`src/tackPkg.sv`:
```
//////////////////////////////
// romDelay must be 1 to 7 and timeoutCycles 1 to 255
// Zero disables the matching acknowledge source
//////////////////////////////
package tackPkg;

    //////////////////////////////
    // Counter widths
    //////////////////////////////

    // ROM setup delay counter
    typedef logic [2:0] romCountT;

    // Bus watchdog counter
    typedef logic [7:0] timeoutCountT;

    //////////////////////////////
    // State machines
    //////////////////////////////

    // CIA acknowledge sequence, one pass per chip-select period
    typedef enum logic [1:0] {
        CIA_IDLE,
        CIA_WAIT_HIGH,
        CIA_WAIT_FALL,
        CIA_DONE
    } ciaStateT;

    // TA pad sequence, assert two cycles then negate one
    typedef enum logic [1:0] {
        DRV_IDLE,
        DRV_ASSERT,
        DRV_HOLD,
        DRV_NEGATE
    } drvStateT;

    //////////////////////////////
    // Default timing in CLK80 cycles
    //////////////////////////////

    // ROM address setup before the processor latches data
    localparam romCountT ROM_DELAY_DEF = 3'd3;

    // Comfortably longer than the slowest CIA cycle
    localparam timeoutCountT TIMEOUT_DEF = 8'd249;

endpackage
```
`src/transferAck.sv`:
```
//////////////////////////////
// romEn and ciaEnable come already decoded
// Pad tristate is left to the caller via tackOe
//////////////////////////////
module transferAck #(
    parameter tackPkg::romCountT     romDelay      = tackPkg::ROM_DELAY_DEF,
    parameter tackPkg::timeoutCountT timeoutCycles = tackPkg::TIMEOUT_DEF
) (
    input  logic CLK80,
    input  logic DELAYED_TACK_RST,
    input  logic tsN,
    input  logic clk40,
    input  logic romEn,
    input  logic ciaEnable,
    input  logic clkCia,
    input  logic tackInN,
    output logic tackOutN,
    output logic tackOe,
    output logic timeoutEvent
);

    // Cycle start
    logic startPulse;
    logic romCycle;

    // Acknowledge requests
    logic romAck;
    logic ciaAck;
    logic timeoutAck;

    cycleStart cycleStart0 (
        .CLK80            (CLK80),
        .DELAYED_TACK_RST (DELAYED_TACK_RST),
        .tsN              (tsN),
        .clk40            (clk40),
        .romEn            (romEn),
        .startPulse       (startPulse),
        .romCycle         (romCycle)
    );

    romAckTimer #(
        .romDelay (romDelay)
    ) romAckTimer0 (
        .CLK80            (CLK80),
        .DELAYED_TACK_RST (DELAYED_TACK_RST),
        .startPulse       (startPulse),
        .romCycle         (romCycle),
        .romAck           (romAck)
    );

    ciaAckSync ciaAckSync0 (
        .CLK80            (CLK80),
        .DELAYED_TACK_RST (DELAYED_TACK_RST),
        .ciaEnable        (ciaEnable),
        .clkCia           (clkCia),
        .clk40            (clk40),
        .ciaAck           (ciaAck)
    );

    // Watchdog sees both our drive and the sampled line
    busTimeout #(
        .timeoutCycles (timeoutCycles)
    ) busTimeout0 (
        .CLK80            (CLK80),
        .DELAYED_TACK_RST (DELAYED_TACK_RST),
        .startPulse       (startPulse),
        .tackOutN         (tackOutN),
        .tackInN          (tackInN),
        .timeoutAck       (timeoutAck),
        .timeoutEvent     (timeoutEvent)
    );

    tackDriver tackDriver0 (
        .CLK80            (CLK80),
        .DELAYED_TACK_RST (DELAYED_TACK_RST),
        .romAck           (romAck),
        .ciaAck           (ciaAck),
        .timeoutAck       (timeoutAck),
        .tackOutN         (tackOutN),
        .tackOe           (tackOe)
    );

endmodule

```
`src/tackDriver.sv`:
```
//////////////////////////////
// Requests are taken in idle or in the negate cycle only
// Output feeds a shared open bus line through tackOe
//////////////////////////////
module tackDriver (
    input  logic CLK80,
    input  logic DELAYED_TACK_RST,
    input  logic romAck,
    input  logic ciaAck,
    input  logic timeoutAck,
    output logic tackOutN,
    output logic tackOe
);

    import tackPkg::*;

    drvStateT drvState;

    // Any source may end the bus cycle
    logic ackReq;

    assign ackReq = romAck || ciaAck || timeoutAck;

    //////////////////////////////
    // TA sequence
    //////////////////////////////

    always_ff @(posedge CLK80 or posedge DELAYED_TACK_RST) begin
        if (DELAYED_TACK_RST) begin
            drvState <= DRV_IDLE;
            tackOutN <= 1'b1;
            tackOe   <= 1'b0;
        end else begin
            case (drvState)
                DRV_IDLE, DRV_NEGATE: begin
                    // Line already high in negate, so a new cycle may start
                    if (ackReq) begin
                        drvState <= DRV_ASSERT;
                        tackOutN <= 1'b0;
                        tackOe   <= 1'b1;
                    end else begin
                        drvState <= DRV_IDLE;
                        tackOutN <= 1'b1;
                        tackOe   <= 1'b0;
                    end
                end
                DRV_ASSERT: begin
                    // Second low cycle, late requests dropped
                    drvState <= DRV_HOLD;
                end
                default: begin
                    // Drive high for one cycle before release
                    drvState <= DRV_NEGATE;
                    tackOutN <= 1'b1;
                end
            endcase
        end
    end

    // Never let go of the pad while TA is low
    assert property (@(posedge CLK80) disable iff (DELAYED_TACK_RST)
        (tackOe && !tackOutN) |=> tackOe);

endmodule

```
`src/busTimeout.sv`:
```
//////////////////////////////
// Any low TA on the bus cancels the watchdog
// timeoutCycles counts from the start pulse
//////////////////////////////
module busTimeout #(
    parameter tackPkg::timeoutCountT timeoutCycles = tackPkg::TIMEOUT_DEF
) (
    input  logic CLK80,
    input  logic DELAYED_TACK_RST,
    input  logic startPulse,
    input  logic tackOutN,
    input  logic tackInN,
    output logic timeoutAck,
    output logic timeoutEvent
);

    import tackPkg::*;

    // Zero means idle
    timeoutCountT waitCount;

    // Our own TA or one from another target
    logic busAck;
    logic expired;
    logic fire;

    assign busAck  = !tackOutN || !tackInN;
    assign expired = (waitCount == timeoutCycles) && (waitCount != '0);

    //////////////////////////////
    // Watchdog counter
    //////////////////////////////

    always_ff @(posedge CLK80 or posedge DELAYED_TACK_RST) begin
        if (DELAYED_TACK_RST) begin
            waitCount <= '0;
        end else if (busAck) begin
            // Answered cycle stops the count
            waitCount <= '0;
        end else if (startPulse) begin
            waitCount <= timeoutCountT'(1);
        end else if (expired) begin
            waitCount <= '0;
        end else if (waitCount != '0) begin
            waitCount <= waitCount + timeoutCountT'(1);
        end
    end

    // Late answer in the expiry cycle still wins
    assign fire = expired && !busAck;

    // End the cycle ourselves and log it
    assign timeoutAck   = fire;
    assign timeoutEvent = fire;

endmodule

```
`src/ciaAckSync.sv`:
```
//////////////////////////////
// ciaEnable and clkCia are asynchronous, clk40 is CLK80 derived
// One acknowledge per chip-select period
//////////////////////////////
module ciaAckSync (
    input  logic CLK80,
    input  logic DELAYED_TACK_RST,
    input  logic ciaEnable,
    input  logic clkCia,
    input  logic clk40,
    output logic ciaAck
);

    import tackPkg::*;

    // Two-stage synchronizers, bit 1 is the older sample
    logic [1:0] ciaEnSync;
    logic [1:0] clkCiaSync;

    ciaStateT ciaState;

    //////////////////////////////
    // Input synchronizers
    //////////////////////////////

    always_ff @(posedge CLK80 or posedge DELAYED_TACK_RST) begin
        if (DELAYED_TACK_RST) begin
            ciaEnSync  <= 2'b00;
            clkCiaSync <= 2'b00;
        end else begin
            ciaEnSync  <= {ciaEnSync[0], ciaEnable};
            clkCiaSync <= {clkCiaSync[0], clkCia};
        end
    end

    //////////////////////////////
    // Acknowledge sequence
    //////////////////////////////

    always_ff @(posedge CLK80 or posedge DELAYED_TACK_RST) begin
        if (DELAYED_TACK_RST) begin
            ciaState <= CIA_IDLE;
            ciaAck   <= 1'b0;
        end else begin
            // Request is a single pulse
            ciaAck <= 1'b0;
            case (ciaState)
                CIA_IDLE: begin
                    if (ciaEnSync == 2'b11) begin
                        ciaState <= CIA_WAIT_HIGH;
                    end
                end
                CIA_WAIT_HIGH: begin
                    // Need a full high phase before a falling edge counts
                    if (ciaEnSync == 2'b00) begin
                        ciaState <= CIA_IDLE;
                    end else if (clkCiaSync == 2'b11) begin
                        ciaState <= CIA_WAIT_FALL;
                    end
                end
                CIA_WAIT_FALL: begin
                    if (ciaEnSync == 2'b00) begin
                        ciaState <= CIA_IDLE;
                    end else if (clkCiaSync == 2'b00 && !clk40) begin
                        // Settled low, align to the clk40 low phase
                        ciaAck   <= 1'b1;
                        ciaState <= CIA_DONE;
                    end
                end
                default: begin
                    // Hold until the chip select is released
                    if (ciaEnSync == 2'b00) begin
                        ciaState <= CIA_IDLE;
                    end
                end
            endcase
        end
    end

    // Ack follows a settled low CIA clock
    assert property (@(posedge CLK80) disable iff (DELAYED_TACK_RST)
        ciaAck |-> !clkCiaSync[1]);

endmodule

```
`src/romAckTimer.sv`:
```
//////////////////////////////
// romDelay counts from the start pulse, not from TS
// A new ROM start restarts the delay
//////////////////////////////
module romAckTimer #(
    parameter tackPkg::romCountT romDelay = tackPkg::ROM_DELAY_DEF
) (
    input  logic CLK80,
    input  logic DELAYED_TACK_RST,
    input  logic startPulse,
    input  logic romCycle,
    output logic romAck
);

    import tackPkg::*;

    // Zero means idle, otherwise cycles since the ROM start
    romCountT romCount;

    //////////////////////////////
    // Setup delay counter
    //////////////////////////////

    always_ff @(posedge CLK80 or posedge DELAYED_TACK_RST) begin
        if (DELAYED_TACK_RST) begin
            romCount <= '0;
        end else if (startPulse && romCycle) begin
            // First cycle after the start counts as one
            romCount <= romCountT'(1);
        end else if (romAck) begin
            romCount <= '0;
        end else if (romCount != '0) begin
            romCount <= romCount + romCountT'(1);
        end
    end

    // Request lands exactly romDelay cycles after the start pulse
    assign romAck = (romCount == romDelay) && (romCount != '0);

    // Driver takes one request per bus cycle
    assert property (@(posedge CLK80) disable iff (DELAYED_TACK_RST)
        romAck |=> !romAck);

endmodule

```
`src/cycleStart.sv`:
```
//////////////////////////////
// TS is taken only while clk40 is high
// TS must go high again before the next start
//////////////////////////////
module cycleStart (
    input  logic CLK80,
    input  logic DELAYED_TACK_RST,
    input  logic tsN,
    input  logic clk40,
    input  logic romEn,
    output logic startPulse,
    output logic romCycle
);

    // Set while waiting for a fresh TS assertion
    logic armed;

    always_ff @(posedge CLK80 or posedge DELAYED_TACK_RST) begin
        if (DELAYED_TACK_RST) begin
            armed      <= 1'b1;
            startPulse <= 1'b0;
            romCycle   <= 1'b0;
        end else begin
            // TS low in the clk40-high phase opens a bus cycle
            if (!tsN && clk40 && armed) begin
                startPulse <= 1'b1;
                romCycle   <= romEn;
                armed      <= 1'b0;
            end else begin
                startPulse <= 1'b0;
                // Long TS stays disarmed until released
                if (tsN) begin
                    armed <= 1'b1;
                end
            end
        end
    end

    // One start per TS, even when TS spans several cycles
    assert property (@(posedge CLK80) disable iff (DELAYED_TACK_RST)
        startPulse |=> !startPulse);

endmodule

```
`config.mk`:
```
export PLATFORM = sky130hd
export DESIGN_NAME = transferAck
export DESIGN_NICKNAME = d
export VERILOG_FILES = /design/src/tackPkg.sv /design/src/transferAck.sv /design/src/tackDriver.sv /design/src/busTimeout.sv /design/src/ciaAckSync.sv /design/src/romAckTimer.sv /design/src/cycleStart.sv
export SDC_FILE = /design/constraint.sdc
export NUM_CORES = 1
export LEC_CHECK = 0
export ABC_AREA = 0
export BUFFER_PORTS_ARGS = -buffer_cell sky130_fd_sc_hd__buf_2
export CAP_MARGIN = 20
export CORE_AREA = 2 2 49 51
export DETAILED_ROUTE_END_ITERATION = 7
export DIE_AREA = 0 0 51 53
export PLACE_DENSITY = 0.73
export SYNTH_ARGS = -nofsm -noshare
export SYNTH_HDL_FRONTEND = slang
export SYNTH_SLANG_ARGS = --single-unit
```
`constraint.sdc`:
```
create_clock -name CLK80 -period 2.7 [get_ports CLK80]
set_input_delay 0.135 -clock CLK80 [delete_from_list [all_inputs] [get_ports CLK80]]
set_output_delay 0.135 -clock CLK80 [all_outputs]
set_load 0.005 [all_outputs]
```
---- Word level (Yosys, flattened, before mapping) ----
Cells that the tools add are included.
storage, ports and cells
  flip-flop bits (word level) ............. 25
  logic and storage cells ................. 77
cells by class
  add/subtract/negate cells ............... 2
  equal/unequal tests ..................... 11
  reductions and logical operators ........ 27
  muxes and demuxes ....................... 25
operators by type and width
  kind                                                 count
  2-to-1 mux 8 bit                                     4
  2-to-1 mux 2 bit                                     6
  2-to-1 mux 1 bit                                     9
  2-to-1 mux 3 bit                                     3
  adder 8 x 1 -> 8 bit, second input constant          1
  equality test 2 bit, second input constant           4
  equality test 8 bit, second input constant           1
  logical NOT 2 bit                                    4
  nonzero test 4 bit                                   2
  nonzero test 8 bit                                   1
  logical AND 1 bit                                    7
  != test 3 x 1 -> 1 bit, second input constant        2
  one-hot mux 2 bit (3 select lines)                   1
  nonzero test 3 bit                                   2
  logical NOT 1 bit                                    5
  equality test 2 x 1 -> 1 bit, second input constant  2
  one-hot mux 2 bit (2 select lines)                   1
  AND reduction 4 bit                                  1
  adder 3 x 1 -> 3 bit, second input constant          1
  equality test 3 x 2 -> 1 bit, second input constant  1
  logical OR 1 bit                                     3
  != test 2 x 1 -> 1 bit, second input constant        1
  one-hot mux 1 bit (2 select lines)                   1
  nonzero test 2 bit                                   1
  OR reduction 2 bit                                   1

---- Logic depth before layout (Yosys ltp) ----
  depth in word-level cells ............... 7
  gate-level depth with buffers ........... 7
  mapped depth without buffers ............ 6

---- By module ----
A second synthesis with hierarchy kept.
second synthesis, totals
  cells, all modules ...................... 114
  area total of the unflattened synthesis .. 1208.7 µm²
by module, submodules not included
  module       cells an instance  times used  area an instance (µm²)
  busTimeout   53                 1           496.7
  ciaAckSync   21                 1           260.2
  romAckTimer  18                 1           172.7
  tackDriver   14                 1           163.9
  cycleStart   8                  1           115.1

---- Worst setup path before layout ----
No wires, ideal clock.
  kind .................................... register to register
  start ................................... reg busTimeout0.waitCount[0]
  end ..................................... reg busTimeout0.waitCount[1]
  stages on the path, launching flop included .. 7
  setup slack ............................. 1.055 ns
  path buffers ............................ 0
  arrival time ............................ 1.520 ns
  period minus slack after synthesis ...... 1.645 ns
  cell sequence ........................... dfrtp_1 -> inv_1 -> ha_1 -> or4b_4 -> nor4_4 -> mux2i_1 -> nor2_2
on the way
  cells in the longest elaborated chain, start to end .. 5
ends and longest elaborated chain
  element                                                       RTL line                            RTL
  start, declared                                               busTimeout.sv:20                    timeoutCountT waitCount;
  start signal, assigned                                        busTimeout.sv:41                    waitCount <= timeoutCountT'(1);
  start signal, assigned                                        busTimeout.sv:45                    waitCount <= waitCount + timeoutCountT'(1);
  adder 8 x 1 -> 8 bit (tied with other cells)                  busTimeout.sv:45
  2-to-1 mux 8 bit / logical AND 1 bit (equally long branches)  busTimeout.sv:44, busTimeout.sv:28
  2-to-1 mux 8 bit                                              busTimeout.sv:42                    end else if (expired) begin
  2-to-1 mux 8 bit                                              busTimeout.sv:40                    end else if (startPulse) begin
  2-to-1 mux 8 bit                                              busTimeout.sv:37                    end else if (busAck) begin
Several ways; a longest one is shown, not always the timed one. The select of a mux whose other input is x is not followed.
A chain may end at the register's enable or synchronous reset.

---- Worst setup path in the final report ----
Ends and elaborated chain as after synthesis.

==> impl_metrics.toml <==
[run_status]
status = "complete, but fails checks"
violations = "negative hold slack"

[clock_tree]
postCtsHoldBufs = 3
numCtsBuffers = 3
clock_latency_ns = 0.32
post_cts_buffers = 0
cts_sinks = 25
cts_htree_levels = 1
clockRootBuffer = "clkbuf_4"
cts_tree = "yes"
clk_pin_slew_ns = 0.14
cts_buffer_depth = 2
cts_resized = 0

[detailed_routing]
num_vias = 795
first_iter_violations = 10
wl_per_cell_um = 12.19
avgViaCountPerCell = 5.336
finalWirelength_um = 1816
drc = 0
ant_nets = 0
drt-pass1-iter-count = 4

[placed_design]
portBuffers = 10
gp_congestion = 0.8543
dp_hpwl_um = 1324
post-place-ws_ns = 0.9183
dp_cells = 142
place_area_sq_um = 1231

[synthesis]
synth_area_leaders = "dfrtp_1, ha_1, nor2_1"
netlist_instances = 105
ys_types = 34
syn-num-nets = 119
avgSynthCellArea_sq_um = 10.95
synth_sequential_area_ratio_pct = 54.62
synth_flop_cell = "dfrtp_1"
yosysTopAreaCell = "dfrtp_1"
ys_ff_latch = 25
synthArstFlopShare_pct = 100.0
ys_top_cells_by_count = "dfrtp_1, nor2_1, inv_1, ha_1"
ys_warn_count = 0
synth_top_area_share_pct = 50.05
synth-edff-count = 0
synth_most_common_cell = "dfrtp_1"
syn_area_sq_um = 1150

[pwr]
p_int_mw = 0.6788
p_leak_nw = 0.6030
p_total_mw = 1.030
clockPowerShare_pct = 16.8
swShare_pct = 34.12
comb_power_share_pct = 33.5
vdd_drop_max_uv = 501.0
p_seq_share_pct = 49.7
cellPowerDensity_nw_per_um2 = 798.0
p_sw_mw = 0.3516

[sta]
slew_viol_final = 0
fin_crit_ns = 1.773
post-route-period-util_pct = 65.66
setup_tns_ns = 0
timing.hold.ws_ns = -0.01040
rsz0062_at_grt = "false"
relSlewSlack_pct = 38.61
worstMarginPinSlew_ns = 0.9198
worst_slack_ns = 0.9271
hold_viol = 23
max_freq_mhz = 564.0
fin_skew_ns = 0.0006904
finalSetupViolCount = 0

[worst_setup_path]
endpoint_kind = "flip-flop"
crit_type = "flip-flop to flip-flop"
cp_max_fo = 6
arrival_ns = 1.99
critPathTopFamily = "simple AND/OR/NAND/NOR gates"
cp_slowest_cell = "dfrtp_1"
path_buf_inv = 1
crit_required_ns = 2.92
crit_path_cell_trace = "inv_1 > ha_1 > or4b_4 > nor4_4 > mux2i_1 > nor2_2"
slowest_delay_ns = 0.46
cp-start-kind = "flip-flop"

[layout]
finalNonFillerCells = 149
utilization_pct = 60.10
diodes = 0
final_area_sq_um = 1291
syn_to_final_growth_pct = 12.30
n_fill_cell = 185
final_nets = 136
drive_gt1_share_pct = 19.83

[global_route]
busiest_layer = "met2"
grt_pass1_wl_um = 3222
antenna_found_initial = 0
met2_usage_pct = 26.84
grt_usage_pct = 16.34
grt_pass1_vias = 761
grt-ovfl-total = 0
grt_start_max_net_pins = 26
use_met1_pct = 20.30
grt_use_met3_pct = 3.955

[job]
max_cap_viol_count = 0

[floorplanning]
rows = 17
die_h_um = 53
die_w_um = 51
core_sq_um = 2148
start_util_pct = 53.52
die-area_sq_um = 2703
ios = 11

[worst_hold_path]
hp-class = "input port to asynchronous set/reset pin"
## worst paths after layout
check / slack (ns) / from / to / cells after the start
worst max register to register: 0.93 / busTimeout0.waitCount[0] / busTimeout0.waitCount[1] / 6
min in group CLK80: 0.04 / romEn / cycleStart0.romCycle / 2
worst max-delay path: 0.93 / busTimeout0.waitCount[0] / busTimeout0.waitCount[1] / 6
worst min register to register: 0.43 / ciaAckSync0.clkCiaSync[0] / ciaAckSync0.clkCiaSync[1] / 0
worst min-delay path: -0.01 / DELAYED_TACK_RST / cycleStart0.startPulse / 2
max in group asynchronous: 2.16 / DELAYED_TACK_RST / busTimeout0.waitCount[1] / 2
## layout make-up
class	instances	area, sq um	share of cell area, %
Clock inverter	1	7.507	0.5814
Multi-Input combinational cell	69	480.5	37.21
Tap cell	28	35.03	2.713
Inverter	10	37.54	2.907
Clock buffer	3	22.52	1.744
Timing Repair Buffer	13	80.08	6.202
Sequential cell	25	628.1	48.64
## state kept, by name, indices dropped and copies added, names as in the netlist, 2 cells and up
register / cells
busTimeout0.waitCount: 8
romAckTimer0.romCount: 3
ciaAckSync0.ciaEnSync: 2
ciaAckSync0.ciaState: 2
ciaAckSync0.clkCiaSync: 2
tackDriver0.drvState: 2
## cells in the final DEF, fill, tap and decap left out, types with 3 or more instances in the layout
cell type | Yosys | final
a21oi_1 | 5 | 5
buf_2 | 0 | 10
clkbuf_4 | 0 | 3
dfrtp_1 | 23 | 23
dlygate4sd3_1 | 0 | 3
ha_1 | 6 | 6
inv_1 | 10 | 10
mux2i_1 | 3 | 3
nand2_1 | 5 | 5
nand3_1 | 3 | 3
nor2_1 | 16 | 16
xor2_1 | 3 | 3
## power groups by stage
stage	registers, mW	logic, mW	clock network, mW
after global routing	0.527	0.409	0.195
final	0.512	0.345	0.173
after global placement	0.514	0.327	0
after floorplan	0.509	0.270	0
after detailed placement	0.521	0.344	0
after CTS	0.513	0.351	0.175
## worst reg2reg max path, cell delays in order, from the launching register on
cell and delay, ns:
dfrtp_1 0.46, inv_1 0.08, ha_1 0.14, or4b_4 0.46
nor4_4 0.23, mux2i_1 0.25, nor2_2 0.05
## metal layers
layer / part of all wire (%) / vias to the layer above
met4: 2.0 / 0
met3: 2.8 / 6
li1: - / 389
met5: 0 / -
met1: 47 / 387
met2: 49 / 13
## cell families after synthesis
logic type	Yosys count	synth area share (%)
flops	25	54.62
xor+xnor	5	3.809
fa+ha+maj	6	6.529
simple gates	40	19.91
buf+inv	11	3.591
mux	4	3.591
compound gates	14	7.944
Power figures use the tool's default switching activity.
